===== config.mk =====
export PLATFORM = sky130hd
export DESIGN_NAME = nbody_bus_regs
export DESIGN_NICKNAME = d
export VERILOG_FILES = /design/src/source/nbody_pkg.sv /design/src/source/nbody_bus_regs.sv
export VERILOG_INCLUDE_DIRS = /design/src /design/src/source
export SDC_FILE = /design/constraint.sdc
export NUM_CORES = 1
export LEC_CHECK = 0
export BUFFER_PORTS_ARGS = -buffer_cell sky130_fd_sc_hd__clkbuf_2
export CAP_MARGIN = 20
export CORE_UTILIZATION = 25
export DETAILED_ROUTE_END_ITERATION = 8
export HOLD_SLACK_MARGIN = 0.12
export PLACE_DENSITY = 0.6
export SLEW_MARGIN = 20
export SYNTH_ARGS = -nofsm -noshare
export SYNTH_HDL_FRONTEND = slang
export SYNTH_SLANG_ARGS = --single-unit

===== constraint.sdc =====
create_clock -name clk -period 2.3 [get_ports clk]
set_input_delay 0.23 -clock clk [delete_from_list [all_inputs] [get_ports clk]]
set_output_delay 0.23 -clock clk [all_outputs]
set_load 0.1 [all_outputs]

===== src/source/nbody_settings.svh =====
// Widths are fixed at build time and the 16-bit address split must keep 7 region bits plus 9 index bits
`ifndef NBODY_SETTINGS_SVH
`define NBODY_SETTINGS_SVH

// ==================================================
// Bus side
// ==================================================
// Avalon-style data word
`define NBODY_EXT_WIDTH 32
// Word address seen by the bus slave
`define NBODY_ADDR_WIDTH 16
// Region code in the top address bits
`define NBODY_REGION_BITS 7

// ==================================================
// Body storage
// ==================================================
// One body value spans two bus words
`define NBODY_DATA_WIDTH 64
// Body index width, up to 512 bodies
`define NBODY_BODY_BITS 9

`endif


===== src/source/nbody_pkg.sv =====
// Region codes assume a 16-bit address with the body index in the low 9 bits
`default_nettype none
`include "nbody_settings.svh"

package nbody_pkg;

  // ==================================================
  // Bus region codes held in address bits 15..9
  // ==================================================
  typedef enum logic [`NBODY_REGION_BITS-1:0] {
    REG_GO       = 7'h40,
    REG_READ     = 7'h41,
    REG_N_BODIES = 7'h42,
    REG_GAP      = 7'h43,
    X_LO         = 7'h44,
    X_HI         = 7'h45,
    Y_LO         = 7'h46,
    Y_HI         = 7'h47,
    VX_LO        = 7'h4a,
    VX_HI        = 7'h4b,
    VY_LO        = 7'h4c,
    VY_HI        = 7'h4d,
    RD_DONE      = 7'h50,
    RD_X_LO      = 7'h51,
    RD_X_HI      = 7'h52,
    RD_Y_LO      = 7'h53,
    RD_Y_HI      = 7'h54
  } region_e;

  // Run control FSM
  typedef enum logic [1:0] {
    S_IDLE,
    S_PASS,
    S_DRAIN
  } run_state_e;

  // Body index and body value
  typedef logic [`NBODY_BODY_BITS-1:0]  body_idx_t;
  typedef logic [`NBODY_DATA_WIDTH-1:0] word_t;

endpackage

`default_nettype wire


===== src/source/nbody_bus_regs.sv =====
// Single-cycle strobes with no wait states; x/y readback is only valid while no run is active
`timescale 1ns/1ps
`default_nettype none
`include "nbody_settings.svh"

module nbody_bus_regs (
  input  logic                          clk,
  input  logic                          rst,
  input  logic                          chipselect_i,
  input  logic                          write_i,
  input  logic                          read_i,
  input  logic [`NBODY_ADDR_WIDTH-1:0]  addr_i,
  input  logic [`NBODY_EXT_WIDTH-1:0]   writedata_i,
  input  logic                          busy_i,
  input  logic                          done_i,
  input  nbody_pkg::word_t              x_rd_i,
  input  nbody_pkg::word_t              y_rd_i,
  output logic [`NBODY_EXT_WIDTH-1:0]   readdata_o,
  output logic                          go_o,
  output logic                          read_ack_o,
  output nbody_pkg::body_idx_t          num_bodies_o,
  output logic [`NBODY_EXT_WIDTH-1:0]   gap_o,
  output nbody_pkg::word_t              bus_wdata_o,
  output nbody_pkg::body_idx_t          bus_idx_o,
  output logic                          we_x_o,
  output logic                          we_y_o,
  output logic                          we_vx_o,
  output logic                          we_vy_o
);
  import nbody_pkg::*;

  localparam int EW = `NBODY_EXT_WIDTH;

  logic          wr_stb;
  logic          rd_stb;
  logic          wr_mem;
  region_e       region;
  logic [EW-1:0] lo_q;
  region_e       rd_region_q;
  logic          rd_pend_q;
  logic [EW-1:0] rd_mux;
  logic [EW-1:0] hold_q;

  // ==================================================
  // Address decode
  // ==================================================
  assign wr_stb    = chipselect_i & write_i;
  assign rd_stb    = chipselect_i & read_i;
  // Region sits above the body index
  assign region    = region_e'(addr_i[`NBODY_ADDR_WIDTH-1 -: `NBODY_REGION_BITS]);
  assign bus_idx_o = addr_i[`NBODY_BODY_BITS-1:0];

  // Control registers
  always_ff @(posedge clk or posedge rst) begin
    if (rst) begin
      go_o         <= 1'b0;
      read_ack_o   <= 1'b0;
      num_bodies_o <= '0;
      gap_o        <= '0;
    end else if (wr_stb) begin
      case (region)
        REG_GO:       go_o         <= writedata_i[0];
        REG_READ:     read_ack_o   <= writedata_i[0];
        REG_N_BODIES: num_bodies_o <= writedata_i[`NBODY_BODY_BITS-1:0];
        REG_GAP:      gap_o        <= writedata_i;
        default:      ;
      endcase
    end
  end

  // Low word waits here until the matching high write
  always_ff @(posedge clk) begin
    if (wr_stb && (region inside {X_LO, Y_LO, VX_LO, VY_LO})) begin
      lo_q <= writedata_i;
    end
  end

  // High write completes the 64-bit value
  assign bus_wdata_o = {writedata_i, lo_q};

  // ==================================================
  // Memory write enables
  // ==================================================
  // Locked out while the sequencer owns the memories
  assign wr_mem  = wr_stb & ~busy_i;
  assign we_x_o  = wr_mem & (region == X_HI);
  assign we_y_o  = wr_mem & (region == Y_HI);
  assign we_vx_o = wr_mem & (region == VX_HI);
  assign we_vy_o = wr_mem & (region == VY_HI);

  // ==================================================
  // Readback
  // ==================================================
  // Memory answers one cycle after the strobe so the region follows it
  always_ff @(posedge clk) begin
    if (rd_stb) begin
      rd_region_q <= region;
    end
  end

  // Pick the half or the status word
  always_comb begin
    case (rd_region_q)
      RD_DONE: rd_mux = {{(EW-1){1'b0}}, done_i};
      RD_X_LO: rd_mux = x_rd_i[EW-1:0];
      RD_X_HI: rd_mux = x_rd_i[2*EW-1:EW];
      RD_Y_LO: rd_mux = y_rd_i[EW-1:0];
      RD_Y_HI: rd_mux = y_rd_i[2*EW-1:EW];
      // Unmapped read region
      default: rd_mux = {EW{1'b1}};
    endcase
  end

  // Pending flag marks the answer cycle, hold keeps it afterwards
  always_ff @(posedge clk or posedge rst) begin
    if (rst) begin
      rd_pend_q <= 1'b0;
      hold_q    <= '0;
    end else begin
      rd_pend_q <= rd_stb;
      if (rd_pend_q) begin
        hold_q <= rd_mux;
      end
    end
  end

  assign readdata_o = rd_pend_q ? rd_mux : hold_q;

endmodule

`default_nettype wire


# --- After elaboration in Yosys (flattened, before gate mapping) ---
# Index checks and enable logic that the tools add are counted.
word_totals:
  input_bits: 183
  latchBits: 0
  mem_count: 0
  reg_bits: 115
  wordCells: 41
  mem_bits_ro: 0
  ram_bits: 0
classes:
  reduce_logical: 6
  muxes: 2
  div: 0
  eq_ne: 17
  order_cmp: 0
  shift: 0
  add_sub_neg: 0
  mul: 0
  n_bitwise: 8
op_table:
  columns: ["op", "count"]
  rows:
  - ["32-bit one-hot mux with 5 select lines", 1]
  - ["7-bit equality test (second input constant)", 17]
  - ["32-bit 2-to-1 mux", 1]
  - ["2-bit AND reduction", 4]
  - ["1-bit AND", 7]
  - ["4-bit nonzero test", 1]
  - ["1-bit logical AND", 1]
  - ["1-bit inverter", 1]

# --- Depth between registers and ports, before layout ---
depth:
  ltp_word: 3
  ltp_mapped: 6

# --- Worst setup path before layout ---
# No wires, ideal clock.
synth_path:
  path_kind: "input -> output"
  start: "input port addr_i[14]"
  end: "output port we_vx_o"
  required_ns: 2.070
  arrival_ns: 3.676
  path_stages: 3
  n_path_buf: 0
  slack_ns: -1.606
  cell_sequence: "nand4b_1 or2_2 nor4_1"
synth_via:
  elab_chain_len: 2
synth_lines:
  columns: ["element", "line_no", "rtl"]
  rows:
  - ["from (decl)", "nbody_bus_regs.sv:12", "input logic [`NBODY_ADDR_WIDTH-1:0] addr_i,"]
  - ["7-bit equality test", "nbody_bus_regs.sv:88", "assign we_vx_o = wr_mem & (region == VX_HI);"]
  - ["1-bit AND", "nbody_bus_regs.sv:88", null]
  - ["to (decl)", "nbody_bus_regs.sv:27", "output logic we_vx_o,"]
# Every way passes these cells.

# --- Worst setup path after layout ---
layout_path:
  start: "register rd_region_q[0]"
  end: "output port readdata_o[11]"
layout_via:
  elab_chain_len: 3
  word_cells_on_any_way: 7
  classes_between: "5 x eq/ne; 2 x mux"
layout_lines:
  columns: ["element", "line_no", "rtl"]
  rows:
  - ["from (decl)", "nbody_bus_regs.sv:39", "region_e rd_region_q;"]
  - ["from (signal assigned)", "nbody_bus_regs.sv:97", "rd_region_q <= region;"]
  - ["7-bit equality test", "nbody_bus_regs.sv:103", "case (rd_region_q)"]
  - ["32-bit one-hot mux with 5 select lines *", "nbody_bus_regs.sv:103", null]
  - ["32-bit 2-to-1 mux *", null, null]
  - ["to (decl)", "nbody_bus_regs.sv:18", "output logic [`NBODY_EXT_WIDTH-1:0] readdata_o,"]
# Mark *: on every way between the ends. The rest lies on a longest branch, timed or not.

==> results.md <==
Critical path:
- The count of buffering cells on the critical path with inverters included is 3.
- The signal on the critical path passes through buf_4 > buf_16 > o21a_1 > o22ai_1 > a31oi_4 > buf_12.
- The endpoint of the most critical register-to-register path is hold_q[9]$_DFF_PP0_.
- The biggest cell delay along the critical path is 0.48 ns.
- Data arrives at the worst endpoint at 2.08 ns.
- Counting cells, the worst reg-to-reg path comes to 6.
- The slack of the worst reg-to-reg path is 0.50 ns.
- The capturing element of the worst setup path is readdata_o[11].
- The slowest stage of the critical path belongs to the cell sky130_fd_sc_hd__edfxtp_1.
- Among cell families on the critical path, the largest total delay comes from compound AO/OA/AOI/OAI gates.
- The critical path starts at rd_region_q[0]$_DFFE_PP_.
- In this run the critical register-to-register path is launched from rd_region_q[0]$_DFFE_PP_.
- In this run the worst path has a maximum fanout of 10.
- STA classifies the critical path endpoint as a primary output.
- The kind of start point of the critical path is a flip-flop.
- By startpoint and endpoint, the worst setup path is classified as reg -> out.
- The required time of the worst setup path is 2.07 ns.
- Counting buffers and inverters, the worst setup path is 6 cells deep.

Synthesis:
- Of the post-synthesis cell area, the dominant cell type holds 0.338.
- The synthesized area per cell is 12.0 sq um.
- The number of nets in the synthesized netlist is 654.
- Yosys attributes the largest share of cell area to sky130_fd_sc_hd__dfrtp_1 34%, sky130_fd_sc_hd__edfxtp_1 21%, sky130_fd_sc_hd__mux2_2 12%, sky130_fd_sc_hd__buf_4 5.5%, sky130_fd_sc_hd__nor4bb_1 2.5%.
- Ranked by instance count, the synthesized netlist is headed by 76 x sky130_fd_sc_hd__dfrtp_1, 58 x sky130_fd_sc_hd__mux2_2, 41 x sky130_fd_sc_hd__buf_4.
- The Yosys step of the flow raised 0 warnings.
- The primary flip-flop cell chosen by synthesis mapping is sky130_fd_sc_hd__dfrtp_1.
- Counting every instance in the synthesized netlist gives 471.
- The fraction of synthesis flops using an asynchronous set or reset pin is 0.661.
- The part of the Yosys area used for sequential elements is 0.546.
- The post-synthesis instance area is 0.00563 sq mm.
- The top cell type by total area after synthesis is sky130_fd_sc_hd__dfrtp_1.
- After synthesis the netlist holds a flip-flop and latch count of 115.
- In this run, synthesis inferred 39 flip-flops with an integrated enable.
- sky130_fd_sc_hd__dfrtp_1 is the most common cell in the netlist.
- After synthesis, the netlist uses 40 different library cells.

Timing:
- The smallest hold slack is 0.152 ns.
- The final worst-path cycle share is 1.00.
- Timing would allow up to 434 MHz.
- The worst clock skew is 0.00823 ns.
- For the pin with the worst max-slew slack, the measured transition is 0.593 ns.
- The setup TNS after final layout is -0.00673 ns.
- Setup repair after global routing could not meet its margin everywhere.
- Setup slack on the critical path of the routed design comes to -0.00673 ns.
- The number of pins with negative max-slew slack in the final report is 0.
- Measured against its own limit, the worst slew margin works out to 0.607.
- Setup violations remaining at the end of the flow were counted as 1.
- The number of hold violations in the final report was 0.
- The final period demand of the worst path is 2.31 ns.

Placed design:
- The worst setup slack before clock tree synthesis is 0.365 ns.
- In this run the tool buffered the top-level ports with 316 buffer cells.
- The HPWL after detailed placement is 13400 um.
- At the end of routability-driven placement, the weighted congestion stood at 0.840.

GRT:
- The largest net degree at the start of global routing is 46.
- The first global-routing pass estimated 29900 um of wire.
- For this run, the total global-route usage over all layers was measured as 0.168.
- The remaining global-route overflow is 0.
- The via count of the first global-routing pass came to 5211.
- The initial antenna violation count is 1.

Cells and area:
- In the final layout, the share of cells above drive strength 1 is 0.641.
- The area growth from synthesis to layout is 76.2%.
- Once layout is complete, the utilization of the core stands at 0.452.
- In the final design database the tool counted 1003 nets.

Clock network:
- The number of sinks handled by clock tree synthesis is 115.
- The clock passes through at most 2 buffers.
- The clock latency reported for the late side of the worst-skew pair is 0.41 ns.
- Clock tree synthesis selected as its root buffer the cell sky130_fd_sc_hd__clkbuf_16.
- The clock transition time at the flip-flop clock pins of the worst setup and hold paths is 0.06 ns.
- The number of levels the H-tree was split into is 4.
- The number of clock buffers inserted by TritonCTS is 17.
- TritonCTS built the clock tree.

Detailed routing:
- The count of nets left with antenna violations once routing finished came out at 0.
- For this run, design rule violations remaining after detail routing come to 28.
- The first detailed-routing pass took 7 iterations.
- The routed via count divided by cell count is 4.56.
- The detail-routed net length per standard cell is 17.7 um.
- The total number of vias is 5085.
- The sum of routed wire length over all layers is 19800 um.
- The detailed router finished its first iteration with 199 violations.

Job:
- The tool flagged a number of max-cap violations equal to 0.

Die:
- The die boundary width is 152 um.
- 335 I/O pins were placed.
- The vertical extent of the die is 152 um.
- The core region area is 0.0220 sq mm.
- The placement row count is 54.
- The initial core utilization is 0.257.
- The floorplan die area is 0.0231 sq mm.

Pwr:
- The share of total power consumed by net switching is 0.332.
- In this run the power density over the cells is 674 mW/mm^2.
- The share of total power dissipated in the clock network is 0.422.
- The share of total power dissipated in sequential elements is 0.332.
- Summed over all nets, the switching power comes to 2220 uW.
- The logic gate share of total power is 0.247.
- For this design the static power due to leakage is 0.00447 uW.
- The maximum vdd ir drop is 0.391 mV.
- The internal cell power is 4470 uW.

Status:
- The final reports fail on design-rule violations, negative setup slack.
- The flow ran to the end, but the final reports show violations.

Hold path:
- The worst hold path belongs to the class in -> reg.
[cell usage in the layout, fill, tap and decap left out, types with 17 or more instances in the layout]
cell                            instances
sky130_fd_sc_hd__a31oi_4               17
sky130_fd_sc_hd__buf_12                42
sky130_fd_sc_hd__buf_4                 28
sky130_fd_sc_hd__clkbuf_16             18
sky130_fd_sc_hd__clkbuf_2             280
sky130_fd_sc_hd__dfrtp_1               76
sky130_fd_sc_hd__dlygate4sd3_1         49
sky130_fd_sc_hd__edfxtp_1              39
sky130_fd_sc_hd__mux2_2                58
sky130_fd_sc_hd__nor2_1                21
sky130_fd_sc_hd__o21a_1                17
[flip-flops by register name (all words and copies together) (netlist names)]
signal        flops
gap_o            32
go_o              1
hold_q           32
lo_q             32
num_bodies_o      9
rd_pend_q         1
rd_region_q       7
read_ack_o        1
[worst min-delay path by stage]
stage	startpoint	to	slack, ns	depth (start not counted)
after floorplan	writedata_i[0]	lo_q[0]$_DFFE_PP_	0.33	0
after global placement	rst	gap_o[14]$_DFFE_PP0P_	0.27	2
after detailed placement	rst	gap_o[14]$_DFFE_PP0P_	0.27	2
after CTS	x_rd_i[7]	hold_q[7]$_DFF_PP0_	0.12	3
after global routing	writedata_i[0]	lo_q[0]$_DFFE_PP_	0.13	1
final	writedata_i[0]	lo_q[0]$_DFFE_PP_	0.15	1
[stage by stage]
stage	std cells	area (sq um)	total power, uW
floorplan	471	6010	3390
global placement	1006	8180	3710
detailed placement	1006	8180	3710
CTS	1103	9640	6730
global route	1114	9920	6950
finish	1114	9920	6690
[power by group through the flow]
stage                     clock network (uW)  registers [uW]  logic (uW)
after floorplan                            0            2550         839
after global placement                     0            2260        1450
after detailed placement                   0            2260        1450
after CTS                               2910            2220        1600
after global routing                    2990            2230        1730
final                                   2820            2220        1650
[what timing repair did]
action | in CTS | in global routing
buffers inserted | 12 | 9
hold endpoints to repair | 108 | 0
hold buffers | 49 | 0
endpoints found under the setup margin | 27 | 33
gates resized for setup | 44 | 31
pin swaps | 26 | 4
gates cloned | 4 | 1
[cell families (layout without fill, tap and decap cells)]
| kind of cell | after synthesis | in the layout | synth area share |
|---|---|---|---|
| compound gates | 121 | 121 | 0.142 |
| flops | 115 | 115 | 0.546 |
| simple gates | 87 | 87 | 0.0955 |
| buf+inv | 84 | 446 | 0.0900 |
| mux | 63 | 63 | 0.125 |
| xor+xnor | 1 | 1 | 0.00156 |
| other cells | 0 | 1 | 0 |
[per-layer routing]
layer  up-vias  GRT usage  routed length, um
met5         -          0                  0
met3        20     0.0396                892
li1       2420          -                  -
met1      2479      0.206               8280
met4         0     0.0641                331
met2       166      0.286              10300
[area by class of cell]
| type | count | area (sq um) |
|---|---|---|
| Antenna cell | 1 | 2.50 |
| Clock buffer | 17 | 425 |
| Clock inverter | 15 | 195 |
| Fill cell | 2027 | 12000 |
| Inverter | 5 | 20.0 |
| Multi-Input combinational cell | 272 | 2750 |
| Sequential cell | 115 | 3070 |
| Tap cell | 280 | 350 |
| Timing Repair Buffer | 409 | 3110 |
[worst reg2reg max path, cell delays in order (launching register included)]
cell	delay [ns]
sky130_fd_sc_hd__edfxtp_1	0.46
sky130_fd_sc_hd__buf_6	0.22
sky130_fd_sc_hd__mux2_2	0.36
sky130_fd_sc_hd__o22ai_1	0.23
sky130_fd_sc_hd__a31oi_4	0.14
sky130_fd_sc_hd__buf_4	0.15
sky130_fd_sc_hd__buf_4	0.12
Note: power is estimated with default switching activity, not from simulation.
