==> src/source/nbody_settings.svh <==
// Widths are fixed at build time and the 16-bit address split must keep 7 region bits plus 9 index bits
`ifndef NBODY_SETTINGS_SVH
`define NBODY_SETTINGS_SVH

// ==================================================
// Bus side
// ==================================================
// Avalon-style data word
`define NBODY_EXT_WIDTH 32
// Word address seen by the bus slave
`define NBODY_ADDR_WIDTH 16
// Region code in the top address bits
`define NBODY_REGION_BITS 7

// ==================================================
// Body storage
// ==================================================
// One body value spans two bus words
`define NBODY_DATA_WIDTH 64
// Body index width, up to 512 bodies
`define NBODY_BODY_BITS 9

`endif

==> src/source/nbody_pkg.sv <==
// Region codes assume a 16-bit address with the body index in the low 9 bits
`default_nettype none
`include "nbody_settings.svh"

package nbody_pkg;

  // ==================================================
  // Bus region codes held in address bits 15..9
  // ==================================================
  typedef enum logic [`NBODY_REGION_BITS-1:0] {
    REG_GO       = 7'h40,
    REG_READ     = 7'h41,
    REG_N_BODIES = 7'h42,
    REG_GAP      = 7'h43,
    X_LO         = 7'h44,
    X_HI         = 7'h45,
    Y_LO         = 7'h46,
    Y_HI         = 7'h47,
    VX_LO        = 7'h4a,
    VX_HI        = 7'h4b,
    VY_LO        = 7'h4c,
    VY_HI        = 7'h4d,
    RD_DONE      = 7'h50,
    RD_X_LO      = 7'h51,
    RD_X_HI      = 7'h52,
    RD_Y_LO      = 7'h53,
    RD_Y_HI      = 7'h54
  } region_e;

  // Run control FSM
  typedef enum logic [1:0] {
    S_IDLE,
    S_PASS,
    S_DRAIN
  } run_state_e;

  // Body index and body value
  typedef logic [`NBODY_BODY_BITS-1:0]  body_idx_t;
  typedef logic [`NBODY_DATA_WIDTH-1:0] word_t;

endpackage

`default_nettype wire

==> src/source/nbody_sequencer.sv <==
// num_bodies and gap must be nonzero and stay stable during a run; done clears only on a read ack
`timescale 1ns/1ps
`default_nettype none
`include "nbody_settings.svh"

module nbody_sequencer (
  input  logic                         clk,
  input  logic                         rst,
  input  logic                         go_i,
  input  logic                         read_ack_i,
  input  nbody_pkg::body_idx_t         num_bodies_i,
  input  logic [`NBODY_EXT_WIDTH-1:0]  gap_i,
  input  logic                         wb_valid_i,
  output logic                         busy_o,
  output logic                         done_o,
  output nbody_pkg::body_idx_t         rd_idx_o,
  output logic                         rd_valid_o
);
  import nbody_pkg::*;

  run_state_e                   state_q;
  body_idx_t                    rd_idx_q;
  body_idx_t                    wb_cnt_q;
  body_idx_t                    last_idx;
  logic [`NBODY_EXT_WIDTH-1:0]  pass_cnt_q;
  logic                         done_q;
  logic                         start;
  logic                         last_rd;
  logic                         last_wb;
  logic                         last_pass;

  // ==================================================
  // Terminal conditions
  // ==================================================
  assign last_idx  = num_bodies_i - 1'b1;
  assign last_rd   = (rd_idx_q == last_idx);
  // Final writeback of the current pass
  assign last_wb   = wb_valid_i && (wb_cnt_q == last_idx);
  assign last_pass = (pass_cnt_q == gap_i - 1'b1);

  // Handshake allows a start only once done has been acknowledged
  assign start = go_i & ~read_ack_i & ~done_q;

  // ==================================================
  // Run FSM
  // ==================================================
  always_ff @(posedge clk or posedge rst) begin
    if (rst) begin
      state_q    <= S_IDLE;
      rd_idx_q   <= '0;
      wb_cnt_q   <= '0;
      pass_cnt_q <= '0;
      done_q     <= 1'b0;
    end else begin
      case (state_q)
        S_IDLE: begin
          // Software acknowledges the result
          if (read_ack_i) begin
            done_q <= 1'b0;
          end
          if (start) begin
            state_q    <= S_PASS;
            rd_idx_q   <= '0;
            wb_cnt_q   <= '0;
            pass_cnt_q <= '0;
          end
        end
        S_PASS: begin
          // Early bodies can return before the last read goes out
          if (wb_valid_i) begin
            wb_cnt_q <= wb_cnt_q + 1'b1;
          end
          if (!go_i) begin
            state_q <= S_IDLE;
          end else if (last_rd) begin
            state_q <= S_DRAIN;
          end else begin
            rd_idx_q <= rd_idx_q + 1'b1;
          end
        end
        S_DRAIN: begin
          if (wb_valid_i) begin
            wb_cnt_q <= wb_cnt_q + 1'b1;
          end
          if (!go_i) begin
            state_q <= S_IDLE;
          end else if (last_wb) begin
            if (last_pass) begin
              // All gap passes finished
              done_q  <= 1'b1;
              state_q <= S_IDLE;
            end else begin
              // Next pass reads the fresh positions
              pass_cnt_q <= pass_cnt_q + 1'b1;
              rd_idx_q   <= '0;
              wb_cnt_q   <= '0;
              state_q    <= S_PASS;
            end
          end
        end
        default: state_q <= S_IDLE;
      endcase
    end
  end

  // Outputs
  assign busy_o     = (state_q != S_IDLE);
  assign done_o     = done_q;
  assign rd_idx_o   = rd_idx_q;
  assign rd_valid_o = (state_q == S_PASS);

endmodule

`default_nettype wire

==> config.mk <==
export PLATFORM = sky130hd
export DESIGN_NAME = nbody_sequencer
export DESIGN_NICKNAME = d
export VERILOG_FILES = /design/src/source/nbody_pkg.sv /design/src/source/nbody_sequencer.sv
export VERILOG_INCLUDE_DIRS = /design/src /design/src/source
export SDC_FILE = /design/constraint.sdc
export NUM_CORES = 1
export LEC_CHECK = 0
export BUFFER_PORTS_ARGS = -buffer_cell sky130_fd_sc_hd__buf_2
export CORE_UTILIZATION = 40
export CTS_BUF_LIST = sky130_fd_sc_hd__clkbuf_4
export CTS_CLUSTER_DIAMETER = 40
export DETAILED_ROUTE_END_ITERATION = 8
export PLACE_DENSITY = 0.68
export SLEW_MARGIN = 40
export SYNTH_ARGS = -nofsm -noshare
export SYNTH_HDL_FRONTEND = slang
export SYNTH_SLANG_ARGS = --single-unit
==> constraint.sdc <==
create_clock -name clk -period 6.15 [get_ports clk]
set_clock_uncertainty 0.2 [all_clocks]
set_input_delay 0.3075 -clock clk [delete_from_list [all_inputs] [get_ports clk]]
set_output_delay 0.3075 -clock clk [all_outputs]
set_load 0.01 [all_outputs]
After elaboration in Yosys (flattened, before gate mapping)

Index checks and enable logic that the tools add are counted.

Reductions and logical operators: 10
Muxes and demuxes: 29
Equality and inequality tests: 15
Bitwise logic cells: 4
Add/sub/neg operators: 5

Operators with widths:

| cell                                               | number |
|---|---|
| 2-to-1 mux 32 bit                                  | 4 |
| 2-to-1 mux 9 bit                                   | 10 |
| one-hot mux 32 bit (2 select lines)                | 1 |
| one-hot mux 9 bit (3 select lines)                 | 2 |
| adder 32 x 1 -> 32 bit, second input constant      | 1 |
| == test 32 bit                                     | 1 |
| subtractor 32 x 1 -> 32 bit, second input constant | 1 |
| adder 9 x 1 -> 9 bit, second input constant        | 2 |
| == test 9 bit                                      | 2 |
| != test 2 bit, second input constant               | 8 |
| 2-to-1 mux 2 bit                                   | 5 |
| AND reduction 5 bit                                | 2 |
| subtractor 9 x 1 -> 9 bit, second input constant   | 1 |
| AND reduction 7 bit                                | 1 |
| one-hot mux 2 bit (3 select lines)                 | 1 |
| 2-to-1 mux 1 bit                                   | 5 |
| nonzero test 2 bit                                 | 2 |
| != test 3 x 2 -> 1 bit, second input constant      | 1 |
| != test 3 bit, second input constant               | 1 |
| AND reduction 3 bit                                | 1 |
| nonzero test 3 bit                                 | 1 |
| bitwise AND 1 bit                                  | 2 |
| == test 2 x 1 -> 1 bit, second input constant      | 1 |
| == test 2 bit, second input constant               | 1 |
| 5 further kinds                                    | 6 |

Bits of input ports: 46
Output and inout port bits: 12
Word-level logic and storage cells: 68
Bits in registers: 53

Longest topological paths before layout

Gate-level depths: netlist of run 1.

Depth in word-level cells: 6
Depth in mapped cells: 14
Depth with buffers taken out: 11

Worst setup path before layout of run 1

No wires, ideal clock.

Kind: input port to flip-flop
Start point: input port gap_i[0]
End point: register rd_idx_q[3] (netlist: rd_idx_o[3])
Slack: 2.792 ns
Setup time: 0.122 ns
Data arrival time: 3.037 ns
Path buffers: 3
Data required time: 5.828 ns
Cell stages on the path: 13
Cells stage by stage: clkbuf_1 -> inv_1 -> ha_1 -> or3b_2 -> or3_1 -> a21o_1 -> a221oi_1 -> and4_1 -> and4_4 -> buf_6 -> a21oi_2 -> buf_2 -> a32o_1

Word-level cells in the longest chain between the ends: 4

Ends and longest elaborated chain:

| element                              | RTL line              | source |
|---|---|---|
| from (decl)                          | nbody_sequencer.sv:12 | `` input logic [`NBODY_EXT_WIDTH-1:0] gap_i, `` |
| subtractor 32 x 1 -> 32 bit          | nbody_sequencer.sv:39 | `assign last_pass = (pass_cnt_q == gap_i - 1'b1);` |
| == test 32 bit                       | nbody_sequencer.sv:39 |  |
| != test 2 bit (no source line)       | n/a                   |  |
| AND reduction 7 bit (no source line) | n/a                   |  |
| to (signal assigned)                 | nbody_sequencer.sv:78 | `rd_idx_q <= rd_idx_q + 1'b1;` |
| to (decl)                            | nbody_sequencer.sv:22 | `body_idx_t rd_idx_q;` |

Every way passes these cells.
A chain may end at the register's enable or synchronous reset.

Worst setup path after layout of run 1

Start point: input port num_bodies_i[0]
End point: register pass_cnt_q[15]

Word-level cells in the longest chain between the ends: 5

Ends and longest elaborated chain:

| element                              | RTL line              | source |
|---|---|---|
| from (decl)                          | nbody_sequencer.sv:11 | `input nbody_pkg::body_idx_t num_bodies_i,` |
| subtractor 9 x 1 -> 9 bit            | nbody_sequencer.sv:35 | `assign last_idx = num_bodies_i - 1'b1;` |
| == test 9 bit                        | nbody_sequencer.sv:38 | `assign last_wb = wb_valid_i && (wb_cnt_q == last_idx);` |
| logical AND 1 bit                    | nbody_sequencer.sv:38 |  |
| != test 2 bit (no source line)       | n/a                   |  |
| AND reduction 5 bit (no source line) | n/a                   |  |
| to (signal assigned)                 | nbody_sequencer.sv:94 | `pass_cnt_q <= pass_cnt_q + 1'b1;` |
| to (decl)                            | nbody_sequencer.sv:25 | `` logic [`NBODY_EXT_WIDTH-1:0] pass_cnt_q; `` |

Every way passes these cells.

==> results.md, run 1 <==
Outcome:
- The flow ran to the end, but the final reports show violations.
- The checks that failed: design-rule violations.

Global routing:
- The first-pass GRT wire length is approximately 22 mm.
- The via count of the first global-routing pass is roughly 4500.
- Global routing used 20.6% of the available tracks across all layers.
- Global routing finished with a remaining overflow of 0.
- Entering global routing, the biggest net connects 54 pins.
- The initial antenna violation count is 0.

Clock tree:
- CTS placed an instance of sky130_fd_sc_hd__clkbuf_4 at the clock tree root.
- Clock-pin slew was measured on the worst setup and hold paths at between 150 and 200 ps.
- The clock sink count is 53.
- In this run the number of H-tree levels came out at 2.
- The total CTS buffers is 5.
- The latest clock arrival within the worst-skew pair is ~390 ps.
- The number of setup buffers added after CTS is 0.
- No sink is reached through more buffers than the 2 on the longest clock path.
- The CTS tree is done.

Power:
- Of the total power, the share spent switching nets is ~45%.
- Power comes to between 1 and 1.5 mW.
- The part of the total power dissipated in the clock network is approximately 17%.
- Summed over all cells, the static leakage comes to 2.28 nW.
- The sequential share of power is about two fifths.
- IR analysis of the VDD net gives a maximum drop of 123 uV.
- Power spread over the standard cell area amounts to 192 nW/um^2.
- Per report_power, the combinational group accounts for between 40% and 50% of the total.
- Internal power comes to 561 uW.
- In this run the power spent charging and discharging nets is between 400 and 500 uW.

Floorplanning:
- The initial utilization of the core area, before any placement, comes to between 40% and 50%.
- The die area is roughly 13000 sq um.
- In this run the vertical extent of the chip is 112 um.
- The region available for standard cell placement spans ~12000 sq um.
- In this run the core area contains 39 standard-cell rows.
- The die extent in x is around 110 um.
- 58 I/O pins were placed.

Yosys:
- The count of flip-flops with a built-in enable after synthesis is 0.
- The async set-reset flop share out of synthesis is 100%.
- The number of nets handed over by synthesis was around 660.
- For this run, the leading register cell type out of synthesis is sky130_fd_sc_hd__dfrtp_1.
- The number of standard cells after synthesis is 600.
- During synthesis, Yosys emitted a total of 0 warnings.
- The post-synth design cell area is around 4900 sq um.
- The flop and latch count out of synthesis is between 50 and 60.
- After synthesis, flip-flops and latches occupy 27.3% of the total area.
- The mean instance size in the synthesized netlist is 8.10 sq um.
- The number of different library cells in the post-synthesis netlist is 70.

Final layout:
- Relative to the synthesized area, the layout overhead comes to 9.42%.
- The number of nets in the layout is roughly 700.
- The layout has 1148 filler cells.
- The fraction of layout instances using a drive strength above 1 is 15.2%.
- Summing all multi-input logic gate instances after layout gives about 3300 sq um.
- The sequential cell area is approximately 1300 sq um.
- The antenna diode count is 0.
- Measured on the finished design, the core utilization comes to ~46%.

STA:
- After routing, the total negative slack on setup checks comes to 0 ps.
- The number of setup violations in the final report is 0.
- Headroom to the max-slew limit came out at a little under half.
- The max-slew violation total from the final report came to 0.
- Based on the critical path, the design can be clocked at up to between 0.2 and 0.3 GHz.
- The tightest hold path in the finished design has a slack of about 18 ps.
- Setup repair after global routing left no endpoint under its margin.
- The actual transition at the worst max-transition pin is slightly above 800 ps.
- The count of final hold-check violations is 0.
- The final critical path time including I/O delays and setup is about 3900 ps.
- The final critical path takes up roughly 64% of the cycle.

Worst setup path:
- At the worst endpoint, the required time is 6250 ps.
- Walking the worst path, the cells encountered are buf_2, inv_1, ha_1, nor3b_1, nor3b_1, xnor3_1, nand3_1, o31ai_1, nand2_1, nor2_1, buf_4, nor2_1, a31o_2.
- The reg-to-reg endpoint is pass_cnt_q[15].
- At the worst endpoint, the arrival time is 4030 ps.
- The delay of the slowest cell on the worst path is about 740 ps.
- The slowest stage of the critical path is the sky130_fd_sc_hd__nor2_1 cell.
- The logic depth of the worst register-to-register path is 10.
- The setup slack of the most critical reg-to-reg path is about 2500 ps.
- The category of the critical setup timing path is in2reg.
- The worst register-to-register path begins at wb_cnt_q[3].
- STA classifies the critical path endpoint as a flip-flop.
- The critical path launch point type is an input pin.
- The largest fanout on the critical path is 12.

Routing:
- For this block, the routed nets add up to roughly 13 mm of wire.
- The routed length per placed instance is 16.5 um.
- For this run, design rule violations remaining after detail routing come to 8.
- Once detail routing completed, the nets flagged for antenna violations numbered 0.
- The per-cell via count in the routed design is 6.08.
- The first-iteration detailed-routing DRC count is 404.
- The number of detailed-route iterations in the first pass is 7.
- The total number of vias is 4784.

Hold path:
- The worst hold path was traced through 3 stages.
- The startpoint identified for the worst hold timing path is go_i.
- The path with the worst hold slack has its endpoint at state_q[1].
- The tightest min-delay check is of the in2reg type.

Placed design:
- The count of input and output buffers is 57.
- The weighted congestion at the end of routability-driven global placement is slightly above 0.9.
- The placed wire-length estimate is roughly 10 mm.

Job:
- Across the run, the number of max-cap violations was 0.
through the flow:
step	cells	setup WS [ps]	area, sq um
2_1_floorplan	600	2790	4860
3_5_place_dp	777	1840	5230
5_1_grt	787	1810	5320
6_report	787	2220	5320
4_1_cts	787	2270	5310
3_3_place_gp	777	2040	5230
timing repair:
action / in CTS / in global routing
gates resized for setup: 0 / 0
hold buffers: 2 / 0
endpoints found under the hold margin: 54 / 0
how the worst max path moves through the flow:
stage	from	to	slack, ps	depth (start not counted)
6_report	num_bodies_i[0]	pass_cnt_q[15]	2220	13
3_5_place_dp	num_bodies_i[0]	pass_cnt_q[15]	1840	13
2_1_floorplan	gap_i[0]	rd_idx_o[3]	2790	13
3_3_place_gp	num_bodies_i[0]	pass_cnt_q[26]	2040	12
5_1_grt	num_bodies_i[0]	pass_cnt_q[15]	1810	13
4_1_cts	num_bodies_i[0]	pass_cnt_q[28]	2270	12
layout by cell type (no fill, tap or decap), types with 10 or more instances in the layout:
master,n
sky130_fd_sc_hd__a21o_1,10
sky130_fd_sc_hd__a21oi_1,21
sky130_fd_sc_hd__a31oi_1,12
sky130_fd_sc_hd__and3_1,16
sky130_fd_sc_hd__buf_2,57
sky130_fd_sc_hd__dfrtp_1,53
sky130_fd_sc_hd__inv_1,24
sky130_fd_sc_hd__nand2_1,69
sky130_fd_sc_hd__nand2b_1,13
sky130_fd_sc_hd__nand3_1,29
sky130_fd_sc_hd__nand4_1,18
sky130_fd_sc_hd__nor2_1,50
sky130_fd_sc_hd__nor3_1,16
sky130_fd_sc_hd__nor4_1,10
sky130_fd_sc_hd__o21ai_0,25
sky130_fd_sc_hd__or3_1,10
sky130_fd_sc_hd__or4_1,10
sky130_fd_sc_hd__xnor2_1,31
sky130_fd_sc_hd__xor2_1,18
critical path: cells and delay by family:
family	cells	cell delay, ps
simple gates	6	2040
xor+xnor	1	190
buf+inv	3	540
compound gates	2	750
fa+ha+maj	1	210
state kept, by name, indices dropped and copies added (netlist names):
register and cells:
done_o 1, rd_idx_o 9, pass_cnt_q 32, state_q 2
wb_cnt_q 9
layout make-up:
cell class / count / area share (%)
multi-input combinational: 497 / 62.7
sequential: 53 / 24.9
timing repair buffer: 61 / 6.02
tap: 143 / 3.36
inverter: 25 / 1.76
clock buffer: 5 / 0.706
clock inverter: 3 / 0.494
power groups by stage:
stage	registers (mW)	clock network, mW	logic (mW)
2_1_floorplan	0.398	0	0.322
3_3_place_gp	0.407	0	0.426
3_5_place_dp	0.409	0	0.441
4_1_cts	0.403	0.179	0.444
5_1_grt	0.407	0.187	0.502
6_report	0.404	0.172	0.449
routing by layer:
metal  GRT usage (%)  share of wire (%)
met4            4.44                1.3
met2            35.4                 47
met3            2.65                6.6
met1            27.8                 45
met5               0                  0
cell usage after synthesis, drive strengths merged, types with 13 or more instances:
library cell / count / area share [%]
inv: 25 / 1.9
o21ai: 25 / 2.6
nand2b: 13 / 1.7
nand3: 29 / 3.0
a21oi: 26 / 3.2
nor2: 52 / 4.1
xor2: 18 / 3.2
dfrtp: 53 / 27
and3: 16 / 2.1
nand4: 18 / 2.3
xnor2: 31 / 5.6
clkbuf: 17 / 1.3
nand2: 69 / 5.3
nor3: 16 / 1.6
logic make-up after synthesis:
group           count (synthesis)  synth area share [%]
buf+inv                        50                  4.30
compound gates                139                  20.8
fa+ha+maj                       9                  2.32
flops                          53                  27.3
xor+xnor                       57                  12.5
mux                            10                  2.08
simple gates                  282                  30.7
Note: power is estimated with default switching activity, not from simulation.
==> inputs of run 2 (changes only) <==
Settings changed: PLACE_DENSITY 0.68 to 0.71.
Clock period 6.15 ns to 3.5 ns, I/O delays scaled along.
==> results.md, run 2 (synthesis gave the netlist of run 1 again) <==
Floorplanning:
- The die area is 12600 sq um (unchanged).
- The I/O pin count is 58 (unchanged).
- The area of the core is 11600 sq um (unchanged).
- The die extent in x is 112 um (unchanged).
- The die height came to 112 um (unchanged).
- The number of core rows came to 39 (unchanged).
- The starting density of the core is 41.9% (unchanged).

STA:
- The actual transition at the worst max-transition pin is 719 ps (-96.9 ps).
- The worst-case setup margin in the final layout was 319 ps (-1900 ps).
- The relative slew slack is 52.1% (+6.7 points).
- The share of the cycle needed by the critical path after routing is between 90% and 100%.
- The final total negative setup slack is 0 ps (unchanged).
- Based on the critical path, the design can be clocked at up to between 0.3 and 0.4 GHz.
- Setup repair after global routing left no endpoint under its margin.
- The final critical path time including I/O delays and setup is 3180 ps.
- The count of final hold-check violations is 0 (unchanged).
- The max-slew violation total from the final report is 0 (unchanged).
- The number of setup violations in the final report was 0 (unchanged).

Worst setup path:
- The delay of the slowest cell on the worst path was 480 ps (-260 ps).
- The number of buffer and inverter instances along the worst setup path was 1 (-2).
- The reg-to-reg endpoint is wb_cnt_q[3].
- The signal on the critical path passes through xnor2_1, or3_1, a2111oi_2, o22ai_1, a2111oi_2, and4_4, buf_4, nand4b_1, nand2_1, o22ai_1.
- STA classifies the critical path startpoint as a flip-flop.
- The kind of end point of the critical path is a flip-flop.
- The logic depth of the worst register-to-register path was 10 (unchanged).
- The launching point of the worst reg2reg path is pass_cnt_q[28].
- The required time of the critical path is 3620 ps (-2630 ps).
- The worst path arrival time is 3300 ps (-730 ps).
- The setup slack of the most critical reg-to-reg path is 320 ps (-2220 ps).
- The largest fanout on the critical path is 8 (-4).
- Broken down by cell family, the worst path's largest delay share belongs to simple AND/OR/NAND/NOR gates.
- For this design, the slowest cell found on the critical path is sky130_fd_sc_hd__dfrtp_1.
- The category of the critical setup timing path is reg2reg.

Clock tree:
- Clock tree synthesis selected as its root buffer the cell sky130_fd_sc_hd__clkbuf_4.
- The total CTS buffers was 5 (unchanged).
- The post-cts resize count is 0 (unchanged).
- The number of setup buffers added after CTS is 0 (unchanged).
- The clock-pin slew reported for the worst setup and hold paths after clock tree synthesis is 160 ps (-20 ps).
- The latest clock arrival within the worst-skew pair is 390 ps (about the same).
- The buffer depth of the longest clock path is 2 (unchanged).
- The clock sink count came to 53 (unchanged).
- The H-tree depth reported by CTS is 2 (unchanged).
- The CTS tree is done.
- The number of buffers inserted for hold repair after clock tree synthesis is 4 (+2).

Global routing:
- The overall routing resource usage was 21.5% (+0.92 points).
- The pin count of the biggest net entering global routing was 36 (-33%).
- The first-pass GRT wire length is 22.4 mm (+3.8%).
- The via count of the first global-routing pass is 4749 (+6.3%).
- The initial antenna violation count came to 0 (unchanged).
- The total global routing overflow is 0 (unchanged).

Final layout:
- Ranked by flip-flop count, first place goes to pass_cnt_q.
- The fill cell total of the finished layout came to 1166 (+1.6%).
- The fraction of layout instances using a drive strength above 1 is 17.7% (+2.5 points).
- The number of flip-flops under the largest register name is 32 (unchanged).
- The antenna diode count came to 0 (unchanged).
- In the layout the commonest cells are sky130_fd_sc_hd__nand2_1, sky130_fd_sc_hd__buf_2, sky130_fd_sc_hd__dfrtp_1, sky130_fd_sc_hd__nor2_1, sky130_fd_sc_hd__xnor2_1.
- The final design utilization is 47.3% (+1.5 points).
- The area growth from synthesis to layout is 13.1%.
- The number of nets in the layout is 721 (+3.3%).
- The library cell used most frequently in the layout, excluding fill and tap cells, is sky130_fd_sc_hd__nand2_1.

Routing:
- The total DRC errors in the routed layout is 9 (+1).
- The number of routed nets with antenna violations came to 0 (unchanged).
- The total number of vias is 4992 (+4.3%).
- The routed wire length is 13.3 mm (+2.5%).
- The routed length per placed instance is 16.4 um (-0.41%).
- The first-iteration detailed-routing DRC count is 367 (-9.2%).
- The number of detailed-route iterations in the first pass is 7 (unchanged).
- The per-cell via count in the routed design is 6.16 (+1.4%).

Placed design:
- The count of input and output buffers is 57 (unchanged).
- The setup slack after placement is 51.4 ps (-1790 ps).
- The weighted congestion at the end of routability-driven global placement was 0.918 (+1.0%).
- The placed wire-length estimate is 10.2 mm (+2.9%).

Power:
- The peak supply drop came to 242 uV (+96%).
- The total power after layout is 1.83 mW (+79%).
- The leakage power figure is 2.39 nW (+4.8%).
- The cell area power density is 333 nW/um^2 (+73%).

Job:
- The number of maximum-capacitance constraint violations was 0 (unchanged).

Hold path:
- The path type of the worst min-delay path is in2async.

Outcome:
- The final reports fail on design-rule violations.
- The run finished, with violations left.
[run 2: cell types whose count changed in the layout (fill, tap and decap cells not counted), sizes merged]
cell,before,now
clkinv,2,1
buf,59,80
dlygate4sd3,2,4
clkinvlp,0,2
clkbuf,5,6
inv,26,24
[run 2: worst max-delay path by stage]
| stage | startpoint | to | cells after the start |
|---|---|---|---|
| 6_report | pass_cnt_q[28] | wb_cnt_q[3] | 10 |
| 3_5_place_dp | gap_i[22] | pass_cnt_q[12] | 11 |
| 2_1_floorplan | gap_i[0] | rd_idx_o[6] | 13 |
| 4_1_cts | pass_cnt_q[28] | wb_cnt_q[8] | 10 |
| 3_3_place_gp | gap_i[22] | pass_cnt_q[12] | 11 |
| 5_1_grt | num_bodies_i[0] | rd_idx_o[5] | 12 |
[run 2: per-layer routing]
layer	GRT usage [%]	wire length, um	vias to the layer above
met5	0	0	-
met4	6.40	265	0
met3	2.97	818	27
met2	37.5	6330	198
met1	27.8	5890	2414
li1	-	-	2353
[run 2: cell type report]
cell class | count | area [sq um] | area share (%)
Sequential cell | 53 | 1330 | 24.1
Multi-Input combinational cell | 497 | 3330 | 60.5
Tap cell | 143 | 179 | 3.25
Inverter | 25 | 95.1 | 1.73
Timing Repair Buffer | 84 | 510 | 9.29
Clock inverter | 2 | 15.0 | 0.273
Clock buffer | 6 | 45.0 | 0.819
[run 2: stage by stage]
stage	std cells	hold WS [ps]	area (sq um)
after floorplan	600	85.6	4860
after global placement	798	159	5400
after detailed placement	798	164	5400
after CTS	810	275	5500
after global routing	810	205	5500
final	810	178	5500
[run 2: where the power goes]
group          leakage [nW]  internal [mW]  total [mW]  switching, mW
logic                  1.63          0.289       0.827          0.537
clock network        0.0279         0.0866       0.296          0.210
registers             0.737          0.649       0.706         0.0574
[run 2: worst min-delay path, cell delays in order]
cell	delay, ps
sky130_fd_sc_hd__dlygate4sd3_1	530
sky130_fd_sc_hd__buf_2	120
sky130_fd_sc_hd__clkinv_2	430
==> inputs of run 3 (changes only) <==
Settings changed: CORE_UTILIZATION 40 to 33, PLACE_DENSITY 0.71 to 0.62.
==> results.md, run 3 (synthesis gave the netlist of run 1 again) <==
Outcome:
- The run finished with clean final reports.

Final layout:
- From synthesis to final layout, the design area changed by 14.6%.
- The library cell used most frequently in the layout, excluding fill and tap cells, is sky130_fd_sc_hd__nand2_1.
- pass_cnt_q holds more flip-flops than any other register.
- In the layout the commonest cells are sky130_fd_sc_hd__nand2_1, sky130_fd_sc_hd__buf_2, sky130_fd_sc_hd__dfrtp_1, sky130_fd_sc_hd__nor2_1, sky130_fd_sc_hd__xnor2_1.
- The fraction of layout instances using a drive strength above 1 is 18.3% (+0.61 points).
- The number of flip-flops under the largest register name is 32 (unchanged).
- The number of nets in the layout is 726 (+0.69%).
- The antenna diode count came to 0 (unchanged).
- The post-layout instance area is 5570 sq um (+1.3%).

Global routing:
- The met3 track utilization from global routing came to 2.31% (-0.66 points).
- The initial antenna violation count is 0 (unchanged).
- The via count of the first global-routing pass was 4584 (-3.5%).
- The global routing met2 resource utilization was 30.8% (-6.7 points).
- The overall routing resource usage came to 18.0% (-3.5 points).
- The total global routing overflow was 0 (unchanged).
- The most used routing layer in global routing is met2.
- The pin count of the biggest net entering global routing is 47 (+31%).
- The first-pass GRT wire length is 21.9 mm (-2.3%).
- The met1 layer usage reported by global route is 24.0% (-3.9 points).

Routing:
- The first-iteration detailed-routing DRC count is 364 (-0.82%).
- The number of detailed-route iterations in the first pass is 5 (-2).
- The routed length per placed instance is 15.8 um (-3.8%).
- The total DRC errors in the routed layout came to 0 (-9).
- The per-cell via count in the routed design is 5.78 (-6.2%).
- The routed wire length is 13.5 mm (+1.2%).
- The number of routed nets with antenna violations was 0 (unchanged).
- The total number of vias is 4926 (-1.3%).

Power:
- The sequential share of power is 38.5% (about the same).
- The cell area power density is 331 nW/um^2 (-0.63%).
- The total internal power is 1.04 mW (+1.1%).
- The leakage power figure came to 2.41 nW (+0.87%).
- The peak supply drop is 241 uV (-0.27%).
- The switching power is 805 uW (+0.15%).
- The switching power as a share of total power came to 43.7% (-0.23 points).
- The part of the total power dissipated in the clock network is 15.7% (-0.5 points).
- The combinational share of power is 45.8% (+0.6 points).

Clock tree:
- The number of setup buffers added after CTS came to 0 (unchanged).
- The latest clock arrival within the worst-skew pair was 380 ps (about the same).
- The CTS tree is done.
- The total CTS buffers came to 5 (unchanged).
- The H-tree depth reported by CTS is 2 (unchanged).
- The clock-pin slew reported for the worst setup and hold paths after clock tree synthesis is 170 ps (about the same).
- The buffer depth of the longest clock path is 2 (unchanged).
- The root buffer cell chosen for the clock tree is sky130_fd_sc_hd__clkbuf_4.
- The clock sink count came to 53 (unchanged).

Floorplanning:
- The I/O pin count was 58 (unchanged).
- The area of the core is 14100 sq um (+22%).
- The die extent in x is 123 um (+9.9%).
- The die height is 123 um (+9.9%).
- The starting density of the core came to 34.4% (-7.5 points).
- The number of core rows is 43 (+10%).
- The die area is 15200 sq um (+21%).

STA:
- The final critical path time including I/O delays and setup is 3190 ps (+5.73 ps).
- The share of the cycle needed by the critical path after routing was 91.1% (+0.16 points).
- The max-slew violation total from the final report is 0 (unchanged).
- The final total negative setup slack came to 0 ps (unchanged).
- The count of final hold-check violations is 0 (unchanged).
- Setup repair after global routing left no endpoint under its margin.
- The number of setup violations in the final report is 0 (unchanged).
- The relative slew slack is 48.4% (-3.7 points).
- The achievable frequency is 0.314 GHz (-0.18%).
- The final-layout worst hold slack is 194 ps (+16.6 ps).
- The actual transition at the worst max-transition pin is 774 ps (+55.2 ps).

Worst setup path:
- The required time of the critical path is 3610 ps (about the same).
- The worst path arrival time is 3300 ps (about the same).
- The worst setup path is captured at a flip-flop.
- The category of the critical setup timing path is reg2reg.
- The critical path launch point type is a flip-flop.
- The largest fanout on the critical path is 14 (+6).

Job:
- The number of maximum-capacitance constraint violations is 0 (unchanged).

Hold path:
- The path type of the worst min-delay path is in2async.

Placed design:
- The post-detailed-placement cell area is 5470 sq um (+1.4%).
- The count of input and output buffers is 57 (unchanged).
- The placed wire-length estimate was 10.4 mm (+1.8%).
- The weighted congestion at the end of routability-driven global placement is 0.892 (-2.8%).
==> run 3: changes by cell type in the layout (fill, tap and decap cells not counted), sizes merged <==
cell | before | now
inv | 24 | 25
clkinv | 1 | 0
buf | 80 | 85
==> run 3: power groups by stage <==
stage	Sequential (mW)	Combinational, mW	Clock, mW
6_report	0.709	0.843	0.290
5_1_grt	0.717	0.944	0.331
4_1_cts	0.709	0.838	0.308
3_5_place_dp	0.720	0.827	0
3_3_place_gp	0.719	0.813	0
2_1_floorplan	0.700	0.565	0
==> run 3: final cells by class <==
cell class	instances	area (sq um)
well taps	180	225
clock inverters	2	15.0
fillers	1443	8580
multi-input cells	497	3330
clock buffers	6	45.0
inverters	25	96.3
flip-flops and latches	53	1330
repair buffers	89	536
==> run 3: final timing paths <==
kind / start / endpoint / slack [ps] / cells past startpoint
max: pass_cnt_q[28] / pass_cnt_q[12] / 310 / 10
min: rst / pass_cnt_q[25] / 190 / 3
max reg2reg: pass_cnt_q[28] / pass_cnt_q[12] / 310 / 10
min reg2reg: rd_idx_o[5] / rd_idx_o[5] / 350 / 1
max in group asynchronous: rst / rd_idx_o[5] / 2350 / 4
min in group clk: rd_idx_o[5] / rd_idx_o[5] / 350 / 1
==> run 3: per-layer routing <==
metal	vias up	share of wire, %
li1	2366	-
met1	2368	46
met2	175	47
met3	17	5.9
met4	0	1.5
met5	-	0
==> run 3: worst max-delay path, stage by stage (launching register included) <==
cell and delay [ps]:
sky130_fd_sc_hd__dfrtp_1 480, sky130_fd_sc_hd__xnor2_1 180, sky130_fd_sc_hd__or3_1 370, sky130_fd_sc_hd__a2111oi_2 380, sky130_fd_sc_hd__o22ai_1 140, sky130_fd_sc_hd__a2111oi_2 290, sky130_fd_sc_hd__and4_4 400, sky130_fd_sc_hd__a211oi_2 100
sky130_fd_sc_hd__buf_4 200, sky130_fd_sc_hd__and3_1 210, sky130_fd_sc_hd__mux2i_1 160
==> run 3: timing repair <==
item                      in CTS  in global routing
hold buffers                   4                  0
gates resized for setup        0                  0
hold endpoints to repair      50                  0
==> run 3: metrics by stage <==
stage	total power, mW	std cells	utilization, %	setup WS [ps]
floorplan	1.27	600	-	274
global placement	1.53	840	38.6	74.1
detailed placement	1.55	840	38.7	36.4
CTS	1.85	852	39.4	325
global route	1.99	852	39.4	177
finish	1.84	852	39.4	313
